## src/logic/cpu_pkg.sv

```systemverilog
`default_nettype none

package cpu_pkg;

    localparam logic [7:0] op_asl_a     = 8'h0A;
    localparam logic [7:0] op_asl_zpg   = 8'h06;
    localparam logic [7:0] op_asl_zpg_x = 8'h16;
    localparam logic [7:0] op_asl_abs   = 8'h0E;
    localparam logic [7:0] op_lsr_a     = 8'h4A;
    localparam logic [7:0] op_lsr_zpg   = 8'h46;
    localparam logic [7:0] op_lsr_zpg_x = 8'h56;
    localparam logic [7:0] op_lsr_abs   = 8'h4E;
    localparam logic [7:0] op_lda_imm   = 8'hA9;
    localparam logic [7:0] op_ldx_imm   = 8'hA2;
    localparam logic [7:0] op_sta_zpg   = 8'h85;
    localparam logic [7:0] op_php       = 8'h08;
    localparam logic [7:0] op_nop       = 8'hEA;

    // Shift group modes match opcode bits 4 to 2
    typedef enum logic [2:0] {
        adr_imm   = 3'b000,
        adr_zpg   = 3'b001,
        adr_a     = 3'b010,
        adr_abs   = 3'b011,
        adr_zpg_x = 3'b101
    } addr_mode_t;

    typedef enum logic [2:0] {alu_nop, alu_asl, alu_lsr, alu_add, alu_tmx} alu_op_t;

    typedef enum logic [1:0] {buf_idle = 2'b00, buf_load = 2'b01, buf_store = 2'b10} buf2_t;

    // Bit 2 is enable, bit 1 is load (1) or drive (0), bit 0 is the bus select
    typedef logic [2:0] reg_ctl_t;
    localparam reg_ctl_t reg_idle      = 3'b000;
    localparam reg_ctl_t reg_load_alu  = 3'b110;
    localparam reg_ctl_t reg_drive_alu = 3'b100;

    localparam int carry_bit    = 0;
    localparam int zero_bit     = 1;
    localparam int negative_bit = 6;

    typedef enum logic [1:0] {sel_pc, sel_operand, sel_alu} addr_sel_t;

    typedef enum logic [3:0] {
        st_idle, st_opcode_read, st_adr_read, st_abs_lb, st_abs_hb, st_abs_adr,
        st_adr_calc_1, st_adr_calc_2, st_data_read, st_acc_copy, st_alu_final,
        st_alu_tmx, st_dbuf_output, st_imm_read, st_push_load, st_push_write
    } state_t;

endpackage

`default_nettype wire

```

## src/logic/cpu_core.sv

```systemverilog
`timescale 1ns/1ns
`default_nettype none

module cpu_core import cpu_pkg::*; (
    input  logic        clk,
    input  logic        reset,
    input  logic        rdy,
    input  logic [7:0]  data_in,
    output logic [15:0] address,
    output logic [7:0]  data_out,
    output logic        rw
);

    alu_op_t     alu_op;
    logic [6:0]  flag_write_mask;
    logic        status_write;
    addr_sel_t   addr_sel;
    buf2_t       latch_ctl;
    buf2_t       dbuf_ctl;
    logic        pc_inc;
    reg_ctl_t    acc_ctl;
    reg_ctl_t    x_ctl;
    reg_ctl_t    sp_ctl;
    logic [15:0] operand_address;
    logic [7:0]  alu_a;
    logic [7:0]  alu_b;
    logic [7:0]  alu_result;
    logic        carry_out;
    logic        zero_out;
    logic        negative_out;

    instruction_decode decode (
        .clk, .reset, .rdy, .instruction(data_in), .alu_op, .flag_write_mask,
        .status_write, .addr_sel, .rw, .latch_ctl, .dbuf_ctl, .pc_inc,
        .acc_ctl, .x_ctl, .sp_ctl, .operand_address
    );

    datapath path (
        .clk, .reset, .rdy, .alu_op, .flag_write_mask, .status_write, .addr_sel,
        .rw, .latch_ctl, .dbuf_ctl, .pc_inc, .acc_ctl, .x_ctl, .sp_ctl,
        .operand_address, .data_in, .alu_result, .carry_out, .zero_out,
        .negative_out, .address, .data_out, .alu_a, .alu_b
    );

    shift_alu alu (
        .op(alu_op), .a(alu_a), .b(alu_b), .carry_in(1'b0), .result(alu_result),
        .carry_out, .zero_out, .negative_out
    );

endmodule

`default_nettype wire

```

## src/logic/datapath.sv

```systemverilog
`timescale 1ns/1ns
`default_nettype none

module datapath import cpu_pkg::*; (
    input  logic        clk,
    input  logic        reset,
    input  logic        rdy,
    input  alu_op_t     alu_op,
    input  logic [6:0]  flag_write_mask,
    input  logic        status_write,
    input  addr_sel_t   addr_sel,
    input  logic        rw,
    input  buf2_t       latch_ctl,
    input  buf2_t       dbuf_ctl,
    input  logic        pc_inc,
    input  reg_ctl_t    acc_ctl,
    input  reg_ctl_t    x_ctl,
    input  reg_ctl_t    sp_ctl,
    input  logic [15:0] operand_address,
    input  logic [7:0]  data_in,
    input  logic [7:0]  alu_result,
    input  logic        carry_out,
    input  logic        zero_out,
    input  logic        negative_out,
    output logic [15:0] address,
    output logic [7:0]  data_out,
    output logic [7:0]  alu_a,
    output logic [7:0]  alu_b
);

    logic [15:0] pc;
    logic [7:0]  acc;
    logic [7:0]  x_reg;
    logic [7:0]  sp;
    logic [7:0]  idl;
    logic [7:0]  dbuf;
    logic [6:0]  status;
    logic [6:0]  flags;
    logic [7:0]  status_byte;

    assign flags = (7'b1 << carry_bit) & {7{carry_out}} |
                   (7'b1 << zero_bit) & {7{zero_out}} |
                   (7'b1 << negative_bit) & {7{negative_out}};

    // Pushed in the usual N V 1 B D I Z C order
    assign status_byte = {status[6], status[5], 1'b1, status[4:0]};

    always_comb begin
        if (acc_ctl == reg_drive_alu)
            alu_a = acc;
        else if (x_ctl == reg_drive_alu)
            alu_a = operand_address[7:0]; // Zero page base for the X add
        else if (latch_ctl != buf_idle)
            alu_a = idl;
        else if (dbuf_ctl == buf_load)
            alu_a = status_byte;
        else
            alu_a = data_in;
    end

    assign alu_b = (x_ctl == reg_drive_alu) ? x_reg : 8'h00;

    always_comb begin
        case (addr_sel)
            sel_operand: address = operand_address;
            sel_alu:     address = (sp_ctl == reg_drive_alu) ? {8'h01, sp} : {8'h00, alu_result};
            default:     address = pc;
        endcase
    end

    // Output buffer reaches the pins only on a write cycle
    assign data_out = (dbuf_ctl == buf_store && !rw) ? dbuf : 8'h00;

    always_ff @(posedge clk) begin
        if (reset) begin
            pc     <= 16'h0000;
            acc    <= 8'h00;
            x_reg  <= 8'h00;
            sp     <= 8'hFF;
            status <= 7'b0;
        end else if (rdy) begin
            if (pc_inc)
                pc <= pc + 16'd1;
            if (acc_ctl == reg_load_alu)
                acc <= alu_result;
            if (x_ctl == reg_load_alu)
                x_reg <= alu_result;
            if (sp_ctl == reg_drive_alu)
                sp <= sp - 8'd1; // Post-decrement after a push
            if (status_write)
                status <= (status & ~flag_write_mask) | (flags & flag_write_mask);
        end
    end

    always_ff @(posedge clk) begin
        if (rdy) begin
            if (latch_ctl == buf_load)
                idl <= data_in;
            else if (latch_ctl == buf_store)
                idl <= alu_result; // Read-modify-write through the ALU
            if (dbuf_ctl == buf_load)
                dbuf <= alu_result;
        end
    end

endmodule

`default_nettype wire

```

## src/logic/instruction_decode.sv

```systemverilog
`timescale 1ns/1ns
`default_nettype none

module instruction_decode import cpu_pkg::*; (
    input  logic        clk,
    input  logic        reset,
    input  logic        rdy,
    input  logic [7:0]  instruction,
    output alu_op_t     alu_op,
    output logic [6:0]  flag_write_mask,
    output logic        status_write,
    output addr_sel_t   addr_sel,
    output logic        rw,
    output buf2_t       latch_ctl,
    output buf2_t       dbuf_ctl,
    output logic        pc_inc,
    output reg_ctl_t    acc_ctl,
    output reg_ctl_t    x_ctl,
    output reg_ctl_t    sp_ctl,
    output logic [15:0] operand_address
);

    state_t     state;
    state_t     next_state;
    logic [7:0] opcode;
    addr_mode_t mode;

    function automatic logic is_shift(input logic [7:0] op);
        return (op[1:0] == 2'b10) && (op[7:5] == 3'b000 || op[7:5] == 3'b010) &&
               (op[4:2] == adr_zpg || op[4:2] == adr_a || op[4:2] == adr_abs ||
                op[4:2] == adr_zpg_x);
    endfunction

    function automatic addr_mode_t decode_mode(input logic [7:0] op);
        if (is_shift(op))
            return addr_mode_t'(op[4:2]);
        else if (op == op_lda_imm || op == op_ldx_imm)
            return adr_imm;
        else if (op == op_sta_zpg)
            return adr_zpg;
        return adr_a; // Implied helpers carry no operand
    endfunction

    always_comb begin
        next_state      = state;
        alu_op          = alu_nop;
        flag_write_mask = 7'b0;
        status_write    = 1'b0;
        addr_sel        = sel_pc;
        rw              = 1'b1;
        latch_ctl       = buf_idle;
        dbuf_ctl        = buf_idle;
        pc_inc          = 1'b0;
        acc_ctl         = reg_idle;
        x_ctl           = reg_idle;
        sp_ctl          = reg_idle;
        case (state)
            st_idle: begin
                next_state = st_opcode_read;
            end
            st_opcode_read: begin
                pc_inc = 1'b1;
                if (is_shift(instruction)) begin
                    case (decode_mode(instruction))
                        adr_abs: next_state = st_abs_lb;
                        adr_a:   next_state = st_acc_copy;
                        default: next_state = st_adr_read; // Zero page with or without X
                    endcase
                end else if (instruction == op_lda_imm || instruction == op_ldx_imm) begin
                    next_state = st_imm_read;
                end else if (instruction == op_sta_zpg) begin
                    next_state = st_adr_read;
                end else if (instruction == op_php) begin
                    next_state = st_push_load;
                end else begin
                    next_state = st_opcode_read; // NOP and unknown opcodes
                end
            end
            st_adr_read: begin
                pc_inc = 1'b1;
                if (opcode == op_sta_zpg) begin
                    acc_ctl    = reg_drive_alu; // Accumulator goes to the output buffer
                    alu_op     = alu_tmx;
                    dbuf_ctl   = buf_load;
                    next_state = st_dbuf_output;
                end else if (mode == adr_zpg_x) begin
                    next_state = st_adr_calc_1;
                end else begin
                    next_state = st_data_read;
                end
            end
            st_abs_lb: begin
                pc_inc     = 1'b1;
                next_state = st_abs_hb;
            end
            st_abs_hb: begin
                pc_inc     = 1'b1;
                next_state = st_abs_adr;
            end
            st_abs_adr: begin
                addr_sel   = sel_operand; // Dummy read while the address settles
                next_state = st_data_read;
            end
            st_adr_calc_1: begin
                x_ctl      = reg_drive_alu;
                alu_op     = alu_add;
                next_state = st_adr_calc_2;
            end
            st_adr_calc_2: begin
                x_ctl      = reg_drive_alu;
                alu_op     = alu_add;
                addr_sel   = sel_alu;
                next_state = st_data_read;
            end
            st_data_read: begin
                latch_ctl = buf_load;
                if (mode == adr_zpg_x) begin
                    x_ctl    = reg_drive_alu;
                    alu_op   = alu_add;
                    addr_sel = sel_alu;
                end else begin
                    addr_sel = sel_operand;
                end
                next_state = st_alu_final;
            end
            st_acc_copy: begin
                acc_ctl    = reg_drive_alu;
                latch_ctl  = buf_store;
                alu_op     = alu_tmx;
                next_state = st_alu_final;
            end
            st_alu_final: begin
                latch_ctl       = buf_store;
                alu_op          = (opcode[7:5] == 3'b010) ? alu_lsr : alu_asl;
                status_write    = 1'b1;
                flag_write_mask = 7'b0;
                flag_write_mask[carry_bit]    = 1'b1;
                flag_write_mask[zero_bit]     = 1'b1;
                flag_write_mask[negative_bit] = 1'b1;
                next_state      = st_alu_tmx;
            end
            st_alu_tmx: begin
                latch_ctl = buf_store;
                alu_op    = alu_tmx;
                if (mode == adr_a) begin
                    acc_ctl    = reg_load_alu;
                    next_state = st_opcode_read;
                end else begin
                    dbuf_ctl   = buf_load;
                    next_state = st_dbuf_output;
                end
            end
            st_dbuf_output: begin
                dbuf_ctl = buf_store;
                rw       = 1'b0;
                if (mode == adr_zpg_x) begin
                    x_ctl    = reg_drive_alu; // Indexed address is formed again here
                    alu_op   = alu_add;
                    addr_sel = sel_alu;
                end else begin
                    addr_sel = sel_operand;
                end
                next_state = st_opcode_read;
            end
            st_imm_read: begin
                pc_inc       = 1'b1;
                alu_op       = alu_tmx;
                status_write = 1'b1;
                flag_write_mask[zero_bit]     = 1'b1;
                flag_write_mask[negative_bit] = 1'b1;
                if (opcode == op_ldx_imm)
                    x_ctl = reg_load_alu;
                else
                    acc_ctl = reg_load_alu;
                next_state = st_opcode_read;
            end
            st_push_load: begin
                alu_op     = alu_tmx;
                dbuf_ctl   = buf_load; // Status byte is the default source here
                next_state = st_push_write;
            end
            st_push_write: begin
                sp_ctl     = reg_drive_alu;
                addr_sel   = sel_alu;
                dbuf_ctl   = buf_store;
                rw         = 1'b0;
                next_state = st_opcode_read;
            end
            default: next_state = st_idle;
        endcase
    end

    always_ff @(posedge clk) begin
        if (reset) begin
            state           <= st_idle;
            opcode          <= op_nop;
            mode            <= adr_a;
            operand_address <= 16'h0000;
        end else if (rdy) begin
            state <= next_state;
            case (state)
                st_opcode_read: begin
                    opcode <= instruction;
                    mode   <= decode_mode(instruction);
                end
                st_adr_read, st_abs_lb: operand_address <= {8'h00, instruction}; // Low byte first
                st_abs_hb:              operand_address[15:8] <= instruction;
                default: ;
            endcase
        end
    end

endmodule

`default_nettype wire

```

## src/logic/shift_alu.sv

```systemverilog
`timescale 1ns/1ns
`default_nettype none

module shift_alu import cpu_pkg::*; (
    input  alu_op_t    op,
    input  logic [7:0] a,
    input  logic [7:0] b,
    input  logic       carry_in,
    output logic [7:0] result,
    output logic       carry_out,
    output logic       zero_out,
    output logic       negative_out
);

    always_comb begin
        result    = 8'h00;
        carry_out = carry_in;
        case (op)
            alu_asl: begin
                {carry_out, result} = {a, 1'b0}; // Bit 7 falls into the carry
            end
            alu_lsr: begin
                result    = {1'b0, a[7:1]};
                carry_out = a[0];
            end
            alu_add: begin
                {carry_out, result} = {1'b0, a} + {1'b0, b} + {8'h00, carry_in}; // Page zero wraps
            end
            alu_tmx: begin
                result = a;
            end
            default: begin
                result = 8'h00;
            end
        endcase
    end

    assign zero_out     = (result == 8'h00);
    assign negative_out = result[7];

endmodule

`default_nettype wire

```

## config.mk

```make
export PLATFORM = sky130hd
export DESIGN_NAME = cpu_core
export DESIGN_NICKNAME = d
export VERILOG_FILES = /design/src/logic/cpu_pkg.sv /design/src/logic/cpu_core.sv /design/src/logic/datapath.sv /design/src/logic/instruction_decode.sv /design/src/logic/shift_alu.sv
export SDC_FILE = /design/constraint.sdc
export NUM_CORES = 1
export LEC_CHECK = 0
export ABC_AREA = 1
export BUFFER_PORTS_ARGS = -buffer_cell sky130_fd_sc_hd__buf_2
export CORE_ASPECT_RATIO = 0.75
export CORE_MARGIN = 2
export CORE_UTILIZATION = 40
export CTS_BUF_LIST = sky130_fd_sc_hd__clkbuf_4 sky130_fd_sc_hd__clkbuf_8
export CTS_CLUSTER_SIZE = 10
export DETAILED_ROUTE_END_ITERATION = 12
export PLACE_DENSITY = 0.54
export SYNTH_ARGS = -nofsm -noshare
export SYNTH_HDL_FRONTEND = slang
export SYNTH_SLANG_ARGS = --single-unit
```

## constraint.sdc

```tcl
create_clock -name clk -period 6.2 [get_ports clk]
set_input_delay 0.93 -clock clk [delete_from_list [all_inputs] [get_ports clk]]
set_output_delay 0.93 -clock clk [all_outputs]
set_load 0.02 [all_outputs]
```

* Word level (Yosys, flattened, before mapping)
Index checks and enable logic that the tools add are counted.
** Operators by class
- Add/sub/neg operators :: 3
- Multipliers :: 0
- Div/mod/pow operators :: 0
- $lt $le $gt $ge :: 0
- Eq/ne operators :: 47
- Shifts and indexed selects :: 0
- Muxes and demuxes :: 58
- Bitwise gates (word level) :: 6
- Reduce and logical (&&, ||, !) cells :: 36
** Operator list (number)
- $mux W8 :: 8
- $pmux W4 S11 :: 1
- $eq A8 B8 Y1 const B :: 5
- $mux W3 :: 13
- $eq A4 B4 Y1 const B :: 8
- $pmux W16 S2 :: 1
- $pmux W8 S4 :: 1
- $mux W4 :: 7
- $eq A3 B2 Y1 const B :: 9
- $eq A3 B3 Y1 const B :: 8
- $reduce_and A2 Y1 :: 10
- $add A16 B1 Y16 const B :: 1
- $eq A4 B3 Y1 const B :: 4
- $pmux W8 S2 :: 1
- $reduce_or A2 Y1 :: 8
- $pmux W3 S5 :: 1
- $and A7 B7 Y7 :: 2
- $mux W1 :: 14
- $or A7 B7 Y7 :: 2
- $pmux W3 S4 :: 1
- $add A8 B8 Y9 :: 1
- $mux W9 :: 1
- $pmux W3 S3 :: 1
- $eq A2 B2 Y1 const B :: 4
- other kinds (23) :: 38
** Word-level totals
- Bits in registers :: 94
- Bits in latches :: 0
- RAM bits :: 0
- Memory bits (read-only) :: 0
- Logic and storage cells :: 162
- Memories kept :: 0

* Logic depth before layout (Yosys ltp)
- Word-level depth :: 15
- Gate-level depth with buffers :: 29
- Depth with buffers taken out :: 28

* Cells and area by module
From an unflattened synthesis, not the netlist that was laid out.
** Second synthesis, totals
- Cell total of the unflattened synthesis :: 952
- Area, all modules :: 6208.5 um^2
** Modules (own cells, without submodules)
- datapath :: instances 1, cells each 516, area an instance 3529.6 um^2, sequential area each 1421.4 um^2
- instruction_decode :: instances 1, cells each 293, area an instance 1935.6 um^2, sequential area each 620.6 um^2
- shift_alu :: instances 1, cells each 142, area an instance 739.5 um^2, sequential area each 0.0 um^2
- cpu_core :: instances 1, cells each 1, area an instance 3.8 um^2, sequential area each 0.0 um^2

* Worst setup path before layout
Ideal clock, no wire load.
- Path type :: reg-to-output
- Start :: register decode.state[1]
- End :: output address[6]
- Data arrival time :: 3164 ps
- Required time :: 5270 ps
- Setup slack :: 2106 ps
- Cell stages (with the launch flop) :: 26
- Cell sequence :: dfxtp_1 -> nor2_2 -> inv_1 -> nor2_1 -> inv_1 -> ha_1 -> buf_2 -> nor2_1 -> nor2_1 -> o21ai_1 -> nand2_1 -> nand2_1 -> inv_1 -> ha_1 -> fa_1 -> nand4_1 -> nand3_1 -> a21oi_1 -> o21ai_0 -> nand2_1 -> inv_1 -> nand2_1 -> nor2_2 -> o21ai_0 -> nand2_1 -> a22oi_1
** On the way
- Word-level cells in the longest chain between the ends :: 12
** Ends and longest elaborated chain
- start: declaration :: line instruction_decode.sv:23 : state_t state;
- start signal: assignment :: line instruction_decode.sv:195 : state <= st_idle;
- start signal: assignment :: line instruction_decode.sv:200 : state <= next_state;
- $eq A4 B4 Y1 :: line instruction_decode.sv:57 : case (state)
- $reduce_or A2 Y1 (no line)
- $pmux W2 S4 :: line instruction_decode.sv:57
- $eq A2 B1 Y1 :: line datapath.sv:55 : else if (dbuf_ctl == buf_load)
- $mux W8 :: line datapath.sv:55
- $mux W8 :: line datapath.sv:53 : else if (latch_ctl != buf_idle)
- $mux W8 :: line datapath.sv:51 : else if (x_ctl == reg_drive_alu)
- $mux W8 :: line datapath.sv:49 : if (acc_ctl == reg_drive_alu)
- $add A8 B8 Y9 :: line shift_alu.sv:27 : {carry_out, result} = {1'b0, a} + {1'b0, b} + {8'h00, carry_in};
- $pmux W8 S4 :: line shift_alu.sv:18 : case (op)
- $mux W9 :: line datapath.sv:66 : sel_alu: address = (sp_ctl == reg_drive_alu) ? {8'h01, sp} : {8'h00, alu_result};
- $pmux W16 S2 (*) :: line datapath.sv:64 : case (addr_sel)
- end: declaration :: line cpu_core.sv:9 : output logic [15:0] address,
Every way passes the cells marked *; elsewhere a longest branch is shown, timed or not.

* Worst setup path after layout
Same ends and word-level chain as after synthesis.

==> summary by stage <==
STA
The total setup violations reported at the end of the flow is 0. The final worst-path cycle share is between 80% and 90%. The time the worst path needs with I/O delays and setup is 5170 ps. Setup repair after global routing left no endpoint under its margin.

The slew at the pin closest to its max-slew limit is around 1100 ps. The final number of hold-violating endpoints was 0. The final max-slew violation count is 0. In this run the tightest slew margin relative to its limit is between 20% and 30%.

Timing would allow up to about 190 MHz. The worst clock skew on the final layout is 13.2 ps. In the final timing run, aggregate negative setup slack is 0 ps.

Power
The power density over the cells is 214 mW/mm^2. Of the total power, the share spent switching nets is between 30% and 40%. The part of the total power dissipated in the clock network is between 30% and 40%.

The total power draw is about 1.3 mW. The internal portion of the total power is ~900 uW. Sequential cells burn between 40% and 50% of the power. The peak ir drop on the vdd network is 140 uV. The analysis attributes to net switching a power of just under 400 uW. Combinational logic is responsible for between 10% and 20% of the overall power. Summed over all cells, the static leakage comes to ~2.9 nW.

Global route
The pin count of the biggest net entering global routing is 41. The total congestion overflow after global routing is 0. The first global-routing pass estimated around 26000 um of wire.

The number of global-route vias before repair was approximately 4800. The total routing resource utilization after global routing is 22.6%. The number of antenna violations at the first check in global routing is 0.

Clock tree
No sink is reached through more buffers than the 2 on the longest clock path. The clock root buffer is sky130_fd_sc_hd__clkbuf_8. The later pin in the worst-skew pair is clocked with a latency of ~390 ps. TritonCTS built the clock tree. Gates resized during post-CTS repair numbered 0. The number of H-tree branching levels is 3. In this run, post-CTS hold repair placed 0 buffers. The number of buffers created by CTS is 9.

The buffers inserted during post-CTS setup optimization is 0. The clock slew at the register clock pins of the worst setup and hold paths is 90 ps. The total clock sinks is 90.

Route
The overall routed net length is around 16000 um. The final routed wire length divided by cell count is approximately 16 um. After detailed routing, the number of vias per cell comes to between 5 and 6. The post-detailed-route DRC marker count is 0. The count of nets left with antenna violations once routing finished came out at 0. The count of TritonRoute iterations in the first routing pass is 5. The via total after detailed routing is between 5000 and 6000. The initial DRC count is between 300 and 400.

Placed design
Detailed placement ended at an HPWL of between 10000 and 15000 um. The final weighted congestion in routability-driven placement is 0.854. Port buffering added 35 buffers.

Worst setup path
The launching element type of the critical path is a register. The cell at the slowest stage of the critical path is sky130_fd_sc_hd__dfxtp_1. Traced cell by cell, the critical path runs through nand2_2, nor2_2, nand3_2, nand2_2, inv_2, or2_2, nand2_1, inv_1, ha_1, fa_1, nand4_1, nand3_1, o21ai_0, nand2_1, inv_1, nand2_1, nor2_2, o21ai_0, nand2_1, a22oi_1, buf_2. The stage delay of the slowest cell on the critical path is 490 ps. The data arrival time of the worst path is 4240 ps. The type of the worst setup path is register to output pin. The dominant cell type by count on the critical path is sky130_fd_sc_hd__nand2_1.

The nature of the critical path endpoint is an output pin. The maximum fanout along the worst path is 14. At the worst endpoint, the required time is 5270 ps.

Yosys
The distinct cell type count after synthesis is 45. The net count after synthesis is roughly 840. Each instance of the synthesized netlist takes up on average roughly 6.8 sq um. For this run, the leading register cell type out of synthesis is sky130_fd_sc_hd__dfxtp_1.

Yosys printed 0 warnings. The synthesized flop and latch total is 90. The number of enable flip-flop cells after synthesis is 16. The share of the Yosys chip area taken by registers is between 30 and 40%. After synthesis, the share of flip-flops with an asynchronous set or reset is 0%. Synthesis produced a netlist whose cell count is just over 800. The netlist area before placement is 0.00553 sq mm.

Finish
The synthesis-to-layout area growth is 9.28%. The antenna diode instance count is 0. The combined flip-flop and latch cell area is slightly below 0.002 sq mm. Of the cells placed in the final design, the portion with a size suffix greater than 1 is around an eighth. After filler insertion, the fill cell instance count of the layout stands at 1457. The multi-input combinational cell area is 0.00293 sq mm. The largest registers in the layout are decode.operand_address x16, path.pc x16. The most common library cell in the layout ignoring fill and taps is sky130_fd_sc_hd__nand2_1. At the end of the flow, the number of nets in the layout was just under 900. In the layout the commonest cells are sky130_fd_sc_hd__nand2_1 (148), sky130_fd_sc_hd__inv_1 (127), sky130_fd_sc_hd__nor2_1 (81), sky130_fd_sc_hd__a21oi_1 (81), sky130_fd_sc_hd__o21ai_0 (76).

Floorplanning
In this run the core area contains 37 standard-cell rows. The die covers roughly 0.015 sq mm. The initial utilization of the core area, before any placement, comes to between 40 and 50%. The width of the die is roughly 140 um. In this run the vertical extent of the chip is around 110 um. The core region is roughly 0.014 sq mm. The number of top-level design ports is 36.

Outcome
The flow ran to the end, and the final reports show no timing, DRC or antenna violations.

Min path
The path type of the worst min-delay path is register to register.

Flow run
The max-capacitance violation count is 0.
[Yosys cell counts, types with 6 or more instances]
master	n	area share, %
sky130_fd_sc_hd__nand4_1	8	0.91
sky130_fd_sc_hd__nor2_1	81	5.5
sky130_fd_sc_hd__a21oi_1	81	7.3
sky130_fd_sc_hd__ha_1	14	3.2
sky130_fd_sc_hd__dfxtp_1	74	27
sky130_fd_sc_hd__nand3_1	60	5.4
sky130_fd_sc_hd__edfxtp_1	16	8.7
sky130_fd_sc_hd__inv_1	127	8.6
sky130_fd_sc_hd__nand2_1	148	10
sky130_fd_sc_hd__nor3_1	19	1.7
sky130_fd_sc_hd__inv_2	6	0.41
sky130_fd_sc_hd__nor2_2	10	1.1
sky130_fd_sc_hd__o21ai_0	76	6.9
sky130_fd_sc_hd__o211ai_1	9	1.2
sky130_fd_sc_hd__clkbuf_1	18	1.2
sky130_fd_sc_hd__nand2_2	11	1.2
sky130_fd_sc_hd__a22oi_1	8	1.1
[worst paths after layout]
path                                        from               end  slack (ps)  cells after the start
worst max-delay path             decode.state[1]        address[6]        1030                     21
worst min-delay path            decode.opcode[4]  decode.opcode[4]         470                      2
worst max register to register   decode.state[1]          register        2120                     21
worst min register to register  decode.opcode[4]  decode.opcode[4]         470                      2
[through the flow]
| stage | utilization [%] | std cells | cell area, sq um | hold WS, ps | setup WS (ps) |
|---|---|---|---|---|---|
| 2_1_floorplan | - | 817 | 5530 | 428 | 2110 |
| 4_1_cts | 44.4 | 1020 | 6040 | 470 | 1040 |
| 3_3_place_gp | 42.7 | 1004 | 5820 | 441 | 1550 |
| 6_report | 44.4 | 1020 | 6040 | 470 | 1030 |
| 5_1_grt | 44.4 | 1020 | 6040 | 504 | 744 |
| 3_5_place_dp | 42.7 | 1004 | 5820 | 454 | 1480 |
[worst max-delay path: cells and delay by family (launching register included)]
family	cells	cell delay, ps
AND/OR/NAND/NOR	12	1970
buffers and inverters	4	350
AO/OA/AOI/OAI	3	410
flip-flops	1	490
adder cells (fa/ha/maj)	2	630
[area by class of cell]
| cell class | count | share of cell area, % |
|---|---|---|
| clock buffer | 9 | 2.05 |
| clock inverter | 7 | 1.68 |
| inverter | 136 | 8.45 |
| multi-input combinational | 566 | 48.6 |
| sequential | 90 | 32.5 |
| tap | 175 | 3.62 |
| timing repair buffer | 37 | 3.15 |
[metal layers]
metal	global-route usage [%]	wire length, um
met1	34.3	8700
met2	31.8	6570
met3	4.95	943
met4	6.21	235
met5	0	0
[power groups by stage]
stage	combinational (mW)	sequential (mW)	clock [mW]
floorplan	0.148	0.629	0
global placement	0.204	0.634	0
detailed placement	0.203	0.634	0
CTS	0.204	0.620	0.477
global route	0.231	0.622	0.502
finish	0.206	0.620	0.468
[cells by family (layout without fill, tap and decap cells)]
kind of cell / count (synthesis) / in the layout / synth area share (%)
adder cells (fa/ha/maj): 15 / 15 / 3.53
AND/OR/NAND/NOR: 360 / 360 / 30.7
AO/OA/AOI/OAI: 191 / 191 / 18.8
buffers and inverters: 161 / 189 / 11.4
flip-flops: 90 / 90 / 35.5
(Power assumes the default switching activity.)
